<file path="src/logic/deconv_defines.svh">
`ifndef DECONV_DEFINES_SVH
`define DECONV_DEFINES_SVH

// pixel and column geometry
`define DC_PIX_WIDTH     16
`define DC_FEAT_LEN      2
`define DC_WEIGHT_LEN    3
`define DC_STRIDE        1

// overlap-add output length: all products minus the overlapped ones
`define DC_N_OUT         (`DC_FEAT_LEN*`DC_WEIGHT_LEN - (`DC_WEIGHT_LEN-`DC_STRIDE)*(`DC_FEAT_LEN-1))

// result columns held in the output queue
`define DC_QUEUE_DEPTH   4

// wishbone word address width
`define DC_WB_ADR_WIDTH  2

`endif

</file>
<file path="src/logic/deconv_pkg.sv">
`default_nettype none
`include "deconv_defines.svh"

package deconv_pkg;

    ////////////////////////////////////////////////////////////
    // pixel and column types
    ////////////////////////////////////////////////////////////

    typedef logic [`DC_PIX_WIDTH-1:0]   pix_t;
    typedef logic [2*`DC_PIX_WIDTH-1:0] acc_t;

    // index 0 is the first pixel pushed
    typedef pix_t [`DC_WEIGHT_LEN-1:0] weight_col_t;
    typedef pix_t [`DC_FEAT_LEN-1:0]   feature_col_t;
    typedef acc_t [`DC_N_OUT-1:0]      result_col_t;

    ////////////////////////////////////////////////////////////
    // wishbone classic
    ////////////////////////////////////////////////////////////

    typedef struct packed {
        logic                        cyc;
        logic                        stb;
        logic                        we;
        logic [`DC_WB_ADR_WIDTH-1:0] adr;
        logic [2*`DC_PIX_WIDTH-1:0]  dat;
    } wb_req_t;

    typedef struct packed {
        logic                       ack;
        logic [2*`DC_PIX_WIDTH-1:0] dat;
    } wb_rsp_t;

    // word address map
    typedef enum logic [`DC_WB_ADR_WIDTH-1:0] {
        WEIGHT_PUSH  = 2'd0,
        FEATURE_PUSH = 2'd1,
        STATUS       = 2'd2,
        RESULT       = 2'd3
    } wb_reg_e;

    typedef enum logic {
        BANK_FILL = 1'b0,
        BANK_FULL = 1'b1
    } bank_state_e;

endpackage

`default_nettype wire

</file>
<file path="src/logic/deconv_wb_slave.sv">
`default_nettype none
`include "deconv_defines.svh"

module deconv_wb_slave
(
    input  wire logic                 i_clk,
    input  wire logic                 i_rst_n,
    input  wire deconv_pkg::wb_req_t  i_wb,
    output deconv_pkg::wb_rsp_t       o_wb,
    output logic                      o_weight_push,
    output logic                      o_feature_push,
    output deconv_pkg::pix_t          o_pix,
    output logic                      o_result_pop,
    input  wire logic                 i_feature_accept,
    input  wire logic                 i_weight_valid,
    input  wire logic                 i_result_avail,
    input  wire deconv_pkg::acc_t     i_result_pix
);

    deconv_pkg::wb_reg_e reg_sel;
    logic                ack_q;
    logic                req;
    logic                ready;
    deconv_pkg::acc_t    rd_dat;

    assign reg_sel = deconv_pkg::wb_reg_e'(i_wb.adr);

    // new request only outside the ack cycle
    assign req = i_wb.cyc && i_wb.stb && !ack_q;

    // wait states: no bank filling, or nothing to read
    always_comb
    begin
        ready = 1'b1;
        if (i_wb.we && reg_sel == deconv_pkg::FEATURE_PUSH)
            ready = i_feature_accept;
        if (!i_wb.we && reg_sel == deconv_pkg::RESULT)
            ready = i_result_avail;
    end

    always_ff @(posedge i_clk or negedge i_rst_n)
    begin
        if (!i_rst_n)
            ack_q <= 1'b0;
        else
            ack_q <= req && ready;
    end

    ////////////////////////////////////////////////////////////
    // strobes, valid in the ack cycle only
    ////////////////////////////////////////////////////////////

    assign o_weight_push  = ack_q && i_wb.we && reg_sel == deconv_pkg::WEIGHT_PUSH;
    assign o_feature_push = ack_q && i_wb.we && reg_sel == deconv_pkg::FEATURE_PUSH;
    assign o_result_pop   = ack_q && !i_wb.we && reg_sel == deconv_pkg::RESULT;
    assign o_pix          = i_wb.dat[`DC_PIX_WIDTH-1:0];

    // read mux, status bits are avail / weights held / accepting
    always_comb
    begin
        rd_dat = '0;
        case (reg_sel)
            deconv_pkg::STATUS:
            begin
                rd_dat[0] = i_result_avail;
                rd_dat[1] = i_weight_valid;
                rd_dat[2] = i_feature_accept;
            end
            deconv_pkg::RESULT:
                rd_dat = i_result_pix;
            default:
                rd_dat = '0;
        endcase
    end

    assign o_wb = '{ack: ack_q, dat: (ack_q && !i_wb.we) ? rd_dat : '0};

    a_ack_with_req: assert property (@(posedge i_clk) disable iff (!i_rst_n)
        o_wb.ack |-> (i_wb.cyc && i_wb.stb));

endmodule

`default_nettype wire

</file>
<file path="src/logic/weight_col_loader.sv">
`default_nettype none
`include "deconv_defines.svh"

module weight_col_loader
(
    input  wire logic                   i_clk,
    input  wire logic                   i_rst_n,
    input  wire logic                   i_push,
    input  wire deconv_pkg::pix_t       i_pix,
    output deconv_pkg::weight_col_t     o_weight_col,
    output logic                        o_weight_valid
);

    localparam int LAST = `DC_WEIGHT_LEN - 1;

    logic [$clog2(`DC_WEIGHT_LEN)-1:0]     cnt;
    deconv_pkg::pix_t [`DC_WEIGHT_LEN-2:0] stage;

    always_ff @(posedge i_clk or negedge i_rst_n)
    begin
        if (!i_rst_n)
        begin
            cnt            <= '0;
            o_weight_valid <= 1'b0;
        end
        else if (i_push)
        begin
            if (cnt == LAST)
            begin
                cnt            <= '0;
                o_weight_valid <= 1'b1;
            end
            else
            begin
                cnt <= cnt + 1'b1;
                // a new set invalidates the held column
                if (cnt == 0)
                    o_weight_valid <= 1'b0;
            end
        end
    end

    // staging, then the whole column at once on the last pixel
    always_ff @(posedge i_clk)
    begin
        if (i_push && cnt != LAST)
            stage[cnt] <= i_pix;
        if (i_push && cnt == LAST)
            o_weight_col <= {i_pix, stage};
    end

endmodule

`default_nettype wire

</file>
<file path="src/logic/feature_pingpong.sv">
`default_nettype none
`include "deconv_defines.svh"

module feature_pingpong
(
    input  wire logic                 i_clk,
    input  wire logic                 i_rst_n,
    input  wire logic                 i_push,
    input  wire deconv_pkg::pix_t     i_pix,
    output logic                      o_accept,
    input  wire logic                 i_weight_valid,
    input  wire logic                 i_slot_free,
    output logic                      o_issue,
    output deconv_pkg::feature_col_t  o_feature_col
);

    localparam int LAST = `DC_FEAT_LEN - 1;

    deconv_pkg::feature_col_t        bank [2];
    deconv_pkg::bank_state_e         state [2];
    logic                            wr_ptr;
    logic                            rd_ptr;
    logic [$clog2(`DC_FEAT_LEN)-1:0] wr_idx;
    logic [1:0]                      wr_act;

    assign o_accept = (state[wr_ptr] == deconv_pkg::BANK_FILL);

    // one-hot write activate per bank
    assign wr_act = {2{i_push && o_accept}} & (wr_ptr ? 2'b10 : 2'b01);

    assign o_issue       = (state[rd_ptr] == deconv_pkg::BANK_FULL) && i_weight_valid
                           && i_slot_free;
    assign o_feature_col = bank[rd_ptr];

    always_ff @(posedge i_clk)
    begin
        for (int b = 0; b < 2; b++)
        begin
            if (wr_act[b])
                bank[b][wr_idx] <= i_pix;
        end
    end

    ////////////////////////////////////////////////////////////
    // bank states and pointers
    ////////////////////////////////////////////////////////////

    always_ff @(posedge i_clk or negedge i_rst_n)
    begin
        if (!i_rst_n)
        begin
            state[0] <= deconv_pkg::BANK_FILL;
            state[1] <= deconv_pkg::BANK_FILL;
            wr_ptr   <= 1'b0;
            rd_ptr   <= 1'b0;
            wr_idx   <= '0;
        end
        else
        begin
            if (wr_act != 2'b00)
            begin
                if (wr_idx == LAST)
                begin
                    state[wr_ptr] <= deconv_pkg::BANK_FULL;
                    wr_ptr        <= ~wr_ptr;
                    wr_idx        <= '0;
                end
                else
                    wr_idx <= wr_idx + 1'b1;
            end
            // read bank is never the one being filled
            if (o_issue)
            begin
                state[rd_ptr] <= deconv_pkg::BANK_FILL;
                rd_ptr        <= ~rd_ptr;
            end
        end
    end

    a_no_push_when_full: assert property (@(posedge i_clk) disable iff (!i_rst_n)
        !(i_push && state[0] == deconv_pkg::BANK_FULL && state[1] == deconv_pkg::BANK_FULL));

endmodule

`default_nettype wire

</file>
<file path="src/logic/deconv_col_engine.sv">
`default_nettype none
`include "deconv_defines.svh"

module deconv_col_engine
(
    input  wire logic                    i_clk,
    input  wire logic                    i_rst_n,
    input  wire logic                    i_issue,
    input  wire deconv_pkg::feature_col_t i_feature_col,
    input  wire deconv_pkg::weight_col_t i_weight_col,
    output logic                         o_valid,
    output deconv_pkg::result_col_t      o_result_col
);

    // products indexed [feature][weight]
    deconv_pkg::acc_t [`DC_FEAT_LEN-1:0][`DC_WEIGHT_LEN-1:0] prod_q;
    deconv_pkg::result_col_t                                 sum;
    logic                                                    s1_valid;

    ////////////////////////////////////////////////////////////
    // valid pipe
    ////////////////////////////////////////////////////////////

    always_ff @(posedge i_clk or negedge i_rst_n)
    begin
        if (!i_rst_n)
        begin
            s1_valid <= 1'b0;
            o_valid  <= 1'b0;
        end
        else
        begin
            s1_valid <= i_issue;
            o_valid  <= s1_valid;
        end
    end

    ////////////////////////////////////////////////////////////
    // stage 1: all pixel products
    ////////////////////////////////////////////////////////////

    always_ff @(posedge i_clk)
    begin
        if (i_issue)
        begin
            for (int i = 0; i < `DC_FEAT_LEN; i++)
            begin
                for (int j = 0; j < `DC_WEIGHT_LEN; j++)
                    prod_q[i][j] <= i_weight_col[j] * i_feature_col[i];
            end
        end
    end

    // stage 2: output k collects every product with i*stride + j == k
    always_comb
    begin
        sum = '0;
        for (int i = 0; i < `DC_FEAT_LEN; i++)
        begin
            for (int j = 0; j < `DC_WEIGHT_LEN; j++)
                sum[i*`DC_STRIDE + j] = sum[i*`DC_STRIDE + j] + prod_q[i][j];
        end
    end

    always_ff @(posedge i_clk)
    begin
        if (s1_valid)
            o_result_col <= sum;
    end

endmodule

`default_nettype wire

</file>
<file path="src/logic/result_queue.sv">
`default_nettype none
`include "deconv_defines.svh"

module result_queue
(
    input  wire logic                     i_clk,
    input  wire logic                     i_rst_n,
    input  wire logic                     i_issue,
    input  wire logic                     i_valid,
    input  wire deconv_pkg::result_col_t  i_result_col,
    input  wire logic                     i_pop,
    output logic                          o_slot_free,
    output logic                          o_avail,
    output deconv_pkg::acc_t              o_head_pix
);

    localparam int AW = $clog2(`DC_QUEUE_DEPTH);
    localparam int CW = $clog2(`DC_QUEUE_DEPTH + 1);
    localparam int PW = $clog2(`DC_N_OUT);

    deconv_pkg::result_col_t mem [`DC_QUEUE_DEPTH];
    logic [AW-1:0]           wr_ptr;
    logic [AW-1:0]           rd_ptr;
    logic [CW-1:0]           stored;
    logic [CW-1:0]           reserved;
    logic [CW:0]             occupied;
    logic [PW-1:0]           pix_idx;
    logic                    col_pop;

    // results still in the engine count against the depth
    assign occupied    = {1'b0, stored} + {1'b0, reserved};
    assign o_slot_free = occupied < (CW+1)'(`DC_QUEUE_DEPTH);
    assign o_avail     = (stored != 0);
    assign o_head_pix  = mem[rd_ptr][pix_idx];
    assign col_pop     = i_pop && o_avail && (pix_idx == `DC_N_OUT - 1);

    always_ff @(posedge i_clk)
    begin
        if (i_valid)
            mem[wr_ptr] <= i_result_col;
    end

    // pointers wrap on a power-of-two depth
    always_ff @(posedge i_clk or negedge i_rst_n)
    begin
        if (!i_rst_n)
        begin
            wr_ptr   <= '0;
            rd_ptr   <= '0;
            stored   <= '0;
            reserved <= '0;
            pix_idx  <= '0;
        end
        else
        begin
            if (i_valid)
                wr_ptr <= wr_ptr + 1'b1;
            if (i_pop && o_avail)
                pix_idx <= col_pop ? '0 : pix_idx + 1'b1;
            if (col_pop)
                rd_ptr <= rd_ptr + 1'b1;
            if (i_valid && !col_pop)
                stored <= stored + 1'b1;
            else if (!i_valid && col_pop)
                stored <= stored - 1'b1;
            if (i_issue && !i_valid)
                reserved <= reserved + 1'b1;
            else if (!i_issue && i_valid)
                reserved <= reserved - 1'b1;
        end
    end

    a_no_write_full: assert property (@(posedge i_clk) disable iff (!i_rst_n)
        !(i_valid && stored == `DC_QUEUE_DEPTH));

endmodule

`default_nettype wire

</file>
<file path="src/logic/deconv_top.sv">
`default_nettype none

module deconv_top
(
    input  wire logic                 i_clk,
    input  wire logic                 i_rst_n,
    input  wire deconv_pkg::wb_req_t  i_wb,
    output deconv_pkg::wb_rsp_t       o_wb
);

    logic                     weight_push;
    logic                     feature_push;
    deconv_pkg::pix_t         push_pix;
    logic                     result_pop;
    logic                     feature_accept;
    deconv_pkg::weight_col_t  weight_col;
    logic                     weight_valid;
    logic                     slot_free;
    logic                     issue;
    deconv_pkg::feature_col_t feature_col;
    logic                     result_valid;
    deconv_pkg::result_col_t  result_col;
    logic                     result_avail;
    deconv_pkg::acc_t         head_pix;

    ////////////////////////////////////////////////////////////
    // host side
    ////////////////////////////////////////////////////////////

    deconv_wb_slave u_slave (
        .i_clk            (i_clk),
        .i_rst_n          (i_rst_n),
        .i_wb             (i_wb),
        .o_wb             (o_wb),
        .o_weight_push    (weight_push),
        .o_feature_push   (feature_push),
        .o_pix            (push_pix),
        .o_result_pop     (result_pop),
        .i_feature_accept (feature_accept),
        .i_weight_valid   (weight_valid),
        .i_result_avail   (result_avail),
        .i_result_pix     (head_pix)
    );

    weight_col_loader u_loader (
        .i_clk          (i_clk),
        .i_rst_n        (i_rst_n),
        .i_push         (weight_push),
        .i_pix          (push_pix),
        .o_weight_col   (weight_col),
        .o_weight_valid (weight_valid)
    );

    feature_pingpong u_pingpong (
        .i_clk          (i_clk),
        .i_rst_n        (i_rst_n),
        .i_push         (feature_push),
        .i_pix          (push_pix),
        .o_accept       (feature_accept),
        .i_weight_valid (weight_valid),
        .i_slot_free    (slot_free),
        .o_issue        (issue),
        .o_feature_col  (feature_col)
    );

    ////////////////////////////////////////////////////////////
    // compute and output
    ////////////////////////////////////////////////////////////

    deconv_col_engine u_engine (
        .i_clk         (i_clk),
        .i_rst_n       (i_rst_n),
        .i_issue       (issue),
        .i_feature_col (feature_col),
        .i_weight_col  (weight_col),
        .o_valid       (result_valid),
        .o_result_col  (result_col)
    );

    result_queue u_queue (
        .i_clk        (i_clk),
        .i_rst_n      (i_rst_n),
        .i_issue      (issue),
        .i_valid      (result_valid),
        .i_result_col (result_col),
        .i_pop        (result_pop),
        .o_slot_free  (slot_free),
        .o_avail      (result_avail),
        .o_head_pix   (head_pix)
    );

endmodule

`default_nettype wire

</file>
<file path="config.mk">
export PLATFORM = sky130hd
export DESIGN_NAME = deconv_top
export DESIGN_NICKNAME = d
export VERILOG_FILES = /design/src/logic/deconv_pkg.sv /design/src/logic/deconv_wb_slave.sv /design/src/logic/weight_col_loader.sv /design/src/logic/feature_pingpong.sv /design/src/logic/deconv_col_engine.sv /design/src/logic/result_queue.sv /design/src/logic/deconv_top.sv
export VERILOG_INCLUDE_DIRS = /design/src /design/src/logic
export SDC_FILE = /design/constraint.sdc
export NUM_CORES = 2
export LEC_CHECK = 0
export ABC_AREA = 1
export BUFFER_PORTS_ARGS = -buffer_cell sky130_fd_sc_hd__buf_2
export CELL_PAD_IN_SITES_DETAIL_PLACEMENT = 1
export CELL_PAD_IN_SITES_GLOBAL_PLACEMENT = 1
export CORE_UTILIZATION = 36
export CTS_BUF_LIST = sky130_fd_sc_hd__clkbuf_2 sky130_fd_sc_hd__clkbuf_4 sky130_fd_sc_hd__clkbuf_8
export DETAILED_ROUTE_END_ITERATION = 6
export HOLD_SLACK_MARGIN = 0.1
export PLACE_DENSITY_LB_ADDON = 0.3
export SLEW_MARGIN = 20
export SYNTH_ARGS = -nofsm -noshare
export SYNTH_HDL_FRONTEND = slang
export SYNTH_SLANG_ARGS = --single-unit
</file>
<file path="constraint.sdc">
create_clock -name i_clk -period 16.11 [get_ports i_clk]
set_input_delay 0.8055 -clock i_clk [delete_from_list [all_inputs] [get_ports i_clk]]
set_output_delay 0.8055 -clock i_clk [all_outputs]
set_load 0.03 [all_outputs]
</file>
; Word level (Yosys, flattened, before mapping)
; Memories as Yosys holds them, arrays and structs flattened.
; Cells that the tools add are included.
[word_totals]
regBits = 423
latchBits = 0
ramBits = 576
romBits = 0
output_inout_bits = 33
n_memories = 2
[mem_list]
columns = name, words, width, rd, rd_clocked_by_memory_dff, wr, line_no
row1 = u_queue.mem, 4, 128, 1, 0, 1, result_queue.sv:21  ; deconv_pkg::result_col_t mem [`DC_QUEUE_DEPTH];
row2 = u_pingpong.bank, 2, 32, 1, 0, 1, feature_pingpong.sv:19  ; deconv_pkg::feature_col_t bank [2];
[op_classes]
add_sub_neg = 12
multipliers = 6
n_div = 0
n_lt_le_gt_ge = 10
eq_ne = 6
shifts = 0
n_mux = 44
bitwise = 9
n_reduce_logical = 40
[ops]
columns = operator, n
row1 = multiplier 16 x 16 -> 32 bit, 6
row2 = 2-to-1 mux 32 bit, 6
row3 = adder 32 bit, 2
row4 = binary-select mux 32 bit (select 2 bit), 1
row5 = bitwise mux 32 bit, 1
row6 = demux 16 bit (select 1 bit), 2
row7 = 2-to-1 mux 16 bit, 2
row8 = OR reduction 32 bit, 1
row9 = 2-to-1 mux 29 bit, 1
row10 = logical AND 1 bit, 25
row11 = 2-to-1 mux 1 bit, 18
row12 = 2-to-1 mux 2 bit, 6
row13 = 2-to-1 mux 3 bit, 4
row14 = "adder 2 x 1 -> 2 bit, second input constant", 4
row15 = "== test 2 bit, second input constant", 4
row16 = nonzero test 2 bit, 4
row17 = "adder 3 x 1 -> 3 bit, second input constant", 2
row18 = case mux 3 bit (2 select lines), 1
row19 = "subtractor 3 x 1 -> 3 bit, second input constant", 2
row20 = logical NOT 1 bit, 5
row21 = adder 3 x 3 -> 4 bit, 1
row22 = bitwise AND 2 bit, 2
row23 = "greater-or-equal comparator 2 bit, second input constant", 2
row24 = logical NOT 2 bit, 2
row25 = other kinds (17), 23

; Depth between registers and ports, before layout
[logic_depth]
depth_word = 11
mapped_depth = 29
ltp_nobuf = 27

; Cells and area by module
; From an unflattened synthesis, not the netlist that was laid out.
[hier_totals]
hier_cells = 11863
area_unflattened_um2 = 98710.9
[by_module_without_submodules]
columns = mod, n_inst, cells_each, area_each_um2, seq_area_each_um2
row1 = deconv_col_engine, 1, 9319, 70242.4, 9659.3
row2 = result_queue, 1, 2132, 22681.8, 15675.0
row3 = feature_pingpong, 1, 207, 2633.8, 2047.0
row4 = weight_col_loader, 1, 99, 2541.2, 2477.4
row5 = deconv_wb_slave, 1, 106, 611.8, 25.0

; Worst setup path after synthesis
; No wires, ideal clock.
[synth_timing]
path_type = register -> register
start = register u_pingpong.rd_ptr
end = register u_engine.prod_q[61] (netlist bit), data pin
setup_ps = 252
t_arrival_ps = 5425
required_ps = 15858
setup_slack_ps = 10432
path_stages_with_launch = 25
n_path_buf = 2
synth_period_minus_slack_ps = 5678
path_cell_list = dfrtp_1 inv_2 clkbuf_1 or2_2 nand2_2 inv_1 buf_2 nand2_1 fa_1 fa_1 fa_1 fa_1 inv_1 fa_1 inv_1 fa_1 inv_1 ha_1 nand2_1 nor2_1 nand3_1 nand3_1 nand3_1 nand3_1 nand2_1
[synth_between]
elab_chain_len = 2
[synth_rtl]
columns = element, line_no
row1 = from (decl), feature_pingpong.sv:22  ; logic rd_ptr;
row2 = from (signal assigned), feature_pingpong.sv:75  ; rd_ptr <= ~rd_ptr;
row3 = memory (2 x 32 bit), -
row4 = multiplier 16 x 16 -> 32 bit, deconv_col_engine.sv:49  ; prod_q[i][j] <= i_weight_col[j] * i_feature_col[i];
row5 = "to (signal, indexed assignment)", deconv_col_engine.sv:49
row6 = to (decl), deconv_col_engine.sv:16  ; deconv_pkg::acc_t [`DC_FEAT_LEN-1:0][`DC_WEIGHT_LEN-1:0] prod_q;
; No other way between the ends.
; A chain may end at the register's enable or synchronous reset.

; Worst setup path after layout
[layout_timing]
start = register u_pingpong.rd_ptr
end = register u_engine.prod_q[117] (netlist bit), data pin
; Same word-level chain as after synthesis.

==> impl_results.md <==
* Outcome: finished, final reports clean
* IO Count at 72
* Slowest-stage cell, CP: inv_2
* Synth warn at 0
* Pin count of the biggest net entering global routing at 163
* Drt wl/cell at 23.7 um
* Max_cap viols at 0
* Syn avg cell area at 8.96 um2
* Max Slew Vio Count at 0
* Most common library cells after synthesis: nand2_1 (2,340), inv_1 (2,139), nor2_1 (1,421)
* Initial Util at 36.4%
* Sequential cell area at 29,900 um2
* 1st-iter DRT viols at 4,952
* Crit. End Element: register
* Critical path peak fanout at 35
* Distinct cells, synth at 39
* Fill count at 30,000
* Final setup fails at 0
* Clk buf depth at 3
* Routed vias at 71,500
* Number of synthesized flops with an enable pin at 976
* Worst Tran Pin Value at 1.23 ns
* Most used cell, CP: fa_1
* Setup CP Type: reg2reg
* Setup TNS at 0 ns
* HP Class: in2reg
* Seq/Total Area, Yosys at 31.9%
* Antenna violations before repair at 16
* Final period demand of the worst path at 8.14 ns
* Gr usage total at 25.4%
* RSZ-0062 raised after global routing: false
* NumNets Final at 12,300
* Post-synth top area share at 31.3%
* Top FF cell, synth: edfxtp_1
* GR Overflow Total at 0
* PortBufs at 55
* CTS tree: yes
* Post-Route Skew at 0.0627 ns
* Core ar. at 258,000 um2
* Final wirelength at 332 mm
* First-pass GRT wire length at 494 mm
* Share of layout cells above drive strength 1 at 5.58%
* CP required at 16.74 ns
* Largest cells by area after synthesis: edfxtp_1 (31%), fa_1 (25%), nand2_1 (9.4%)
* Crit path largest cell delay at 1.07 ns
* Crit-path cells: inv_2 -> or2_2 -> nand2_2 -> inv_2 -> nand2_1 -> fa_1 -> fa_1 -> fa_1 -> inv_1 -> fa_1 -> fa_1 -> inv_1 -> fa_1 -> inv_1 -> ha_1 -> nand2_1 -> nor2_1 -> nand3_1 -> nand3_1 -> nand2_1 -> nand2_1 -> xor2_1
* Fin. Hold Viols at 0
* Area Growth Syn to Fin at 8.00%
* DRT Pass-1 Iters at 5
* Multi-input gate area at 54,000 um2
* CTS Sinks at 999
* CTS Buf Count at 168
* Register bit total from synthesis at 999
* Post-Syn Instances at 10,500
* Row cnt at 186
* Post-route DRC at 0
* Mapped cell area at 93,700 um2
* Root Buffer: clkbuf_8
* Routed Antenna Nets at 0
* Post-DP HPWL at 250 mm
* Most common cell in the synthesized netlist: nand2_1
* Final period util at 50.5%
* Area leader, netlist: edfxtp_1
* # Post-CTS Setup Buffers at 0
* Worst skew pair latency at 0.94 ns
* Vias in the first global route at 76,900
* Clock transition at the registers of the reported paths at 0.06 ns
* Die Width at 512 um
* Fmax at 0.123 GHz
* H-tree depth at 4
* Slew headroom at 17.6%
* Die Footprint at 262,000 um2
* Syn nets at 12,400
* Endpoint arrival time on the critical path at 8.77 ns
* CP Launch Type: register
* Post-DR vias/cell at 5.12
* Die Ht at 512 um
* Routability cong. at 0.937
* FFs w/ async S/R, synth at 2.30%
==> critical path: cells and delay by family, from the launching register on <==
kind | cells | cell delay (ns)
adders and majority gates | 7 | 3.51
and+or+nand+nor | 9 | 1.81
buffers and inverters | 5 | 1.65
xor gates and xnor gates | 1 | 0.40
DFF | 1 | 0.38
==> flip-flops by register name, summed over array words and instances (netlist names) <==
register,flops
u_loader.o_weight_col,48
u_loader.cnt,2
u_queue.pix_idx,2
u_loader.o_weight_valid,1
u_engine.s1_valid,1
u_engine.o_result_col,128
u_queue.stored,3
u_pingpong.state,2
u_queue.mem,512
u_pingpong.bank,64
u_pingpong.wr_ptr,1
u_queue.rd_ptr,2
u_loader.stage,32
u_queue.reserved,3
u_queue.wr_ptr,2
u_engine.prod_q,192
u_pingpong.rd_ptr,1
u_engine.o_valid,1
u_slave.ack_q,1
u_pingpong.wr_idx,1
==> cell type report <==
cell class                 count  area share (%)
multi-input combinational   6915            53.4
sequential                   999            29.5
inverter                    2169            8.07
tap                         3384            4.18
clock buffer                 231            2.79
timing repair buffer         187            1.28
clock inverter                82           0.742
antenna                        3         0.00742
==> cell families (layout without fill, tap and decap cells) <==
family / Yosys count / in the layout / synth area share, %
buffers and inverters: 2551 / 2669 / 10.6
AO/OA/AOI/OAI: 634 / 634 / 3.90
AND/OR/NAND/NOR: 4254 / 4254 / 17.9
adder cells (fa/ha/maj): 1863 / 1863 / 34.2
flip-flops: 999 / 999 / 31.9
other: 0 / 3 / 0
XOR/XNOR: 162 / 162 / 1.51
multiplexers: 2 / 2 / 0.0240
==> per-stage QoR <==
| stage | utilization, % | instances | hold WS (ns) | setup WS (ns) | instance area [um2] |
|---|---|---|---|---|---|
| after global routing | 39.3 | 14000 | 0.148 | 7.72 | 101000 |
| after detailed placement | 37.8 | 13700 | 0.406 | 8.15 | 97600 |
| final | 39.3 | 14000 | 0.197 | 7.97 | 101000 |
| after global placement | 37.8 | 13700 | 0.402 | 8.26 | 97600 |
| after floorplan | - | 10500 | 0.400 | 10.43 | 93700 |
| after CTS | 39.2 | 14000 | 0.115 | 8.09 | 101000 |
==> what timing repair did <==
| action | CTS | global route |
|---|---|---|
| hold buffers | 3 | 0 |
| gates resized for setup | 0 | 0 |
| endpoints found under the hold margin | 24 | 0 |
| endpoints found under the setup margin | 0 | 0 |
==> cells in the final DEF (no fill, tap or decap), drive strengths merged, types with 3 or more instances in the layout <==
cell / netlist / layout
xnor2: 60 / 60
ha: 695 / 695
nor3: 28 / 28
xor2: 102 / 102
and3: 5 / 5
nand3b: 7 / 7
dlygate4sd3: 0 / 3
nor4: 6 / 6
nand4: 31 / 31
nor2: 1422 / 1422
o21bai: 45 / 45
a21oi: 192 / 192
inv: 2157 / 2167
clkinv: 12 / 75
o211ai: 118 / 118
or2: 61 / 61
o21ai: 260 / 260
clkbuf: 204 / 231
bufinv: 0 / 7
nand3: 330 / 330
dfrtp: 23 / 23
nand2: 2360 / 2360
and2: 3 / 3
a21o: 14 / 14
edfxtp: 976 / 976
o21a: 5 / 5
fa: 1168 / 1168
buf: 178 / 184
diode: 0 / 3
==> worst paths after layout <==
| kind | slack, ns | startpoint | cells after the start | to |
|---|---|---|---|---|
| max in group asynchronous | 14.86 | i_rst_n | 2 | u_engine.s1_valid |
| min in group asynchronous | 0.55 | i_rst_n | 2 | u_pingpong.state[1] |
| setup reg to reg | 7.97 | u_pingpong.rd_ptr | 22 | u_engine.prod_q[117] |
| hold reg to reg | 0.42 | u_loader.stage[0] | 0 | u_loader.o_weight_col[0] |
| hold / removal | 0.20 | i_wb[13] | 1 | u_pingpong.bank[1][13] |
| setup / recovery | 7.97 | u_pingpong.rd_ptr | 22 | u_engine.prod_q[117] |
==> per-layer routing <==
layer  GRT usage [%]  vias up  wire, um  share of wire [%]
met5               0        -        37              0.011
met2            40.7     2174    151000                 45
met1            34.8    37000    148000                 45
met4            8.47        6     11800                3.5
li1                -    31900         -                  -
met3            4.20      502     21500                6.5
Power is left out: the tool's default activity adds up to more than one toggle a clock period on the data nets, which glitch-free logic cannot reach.
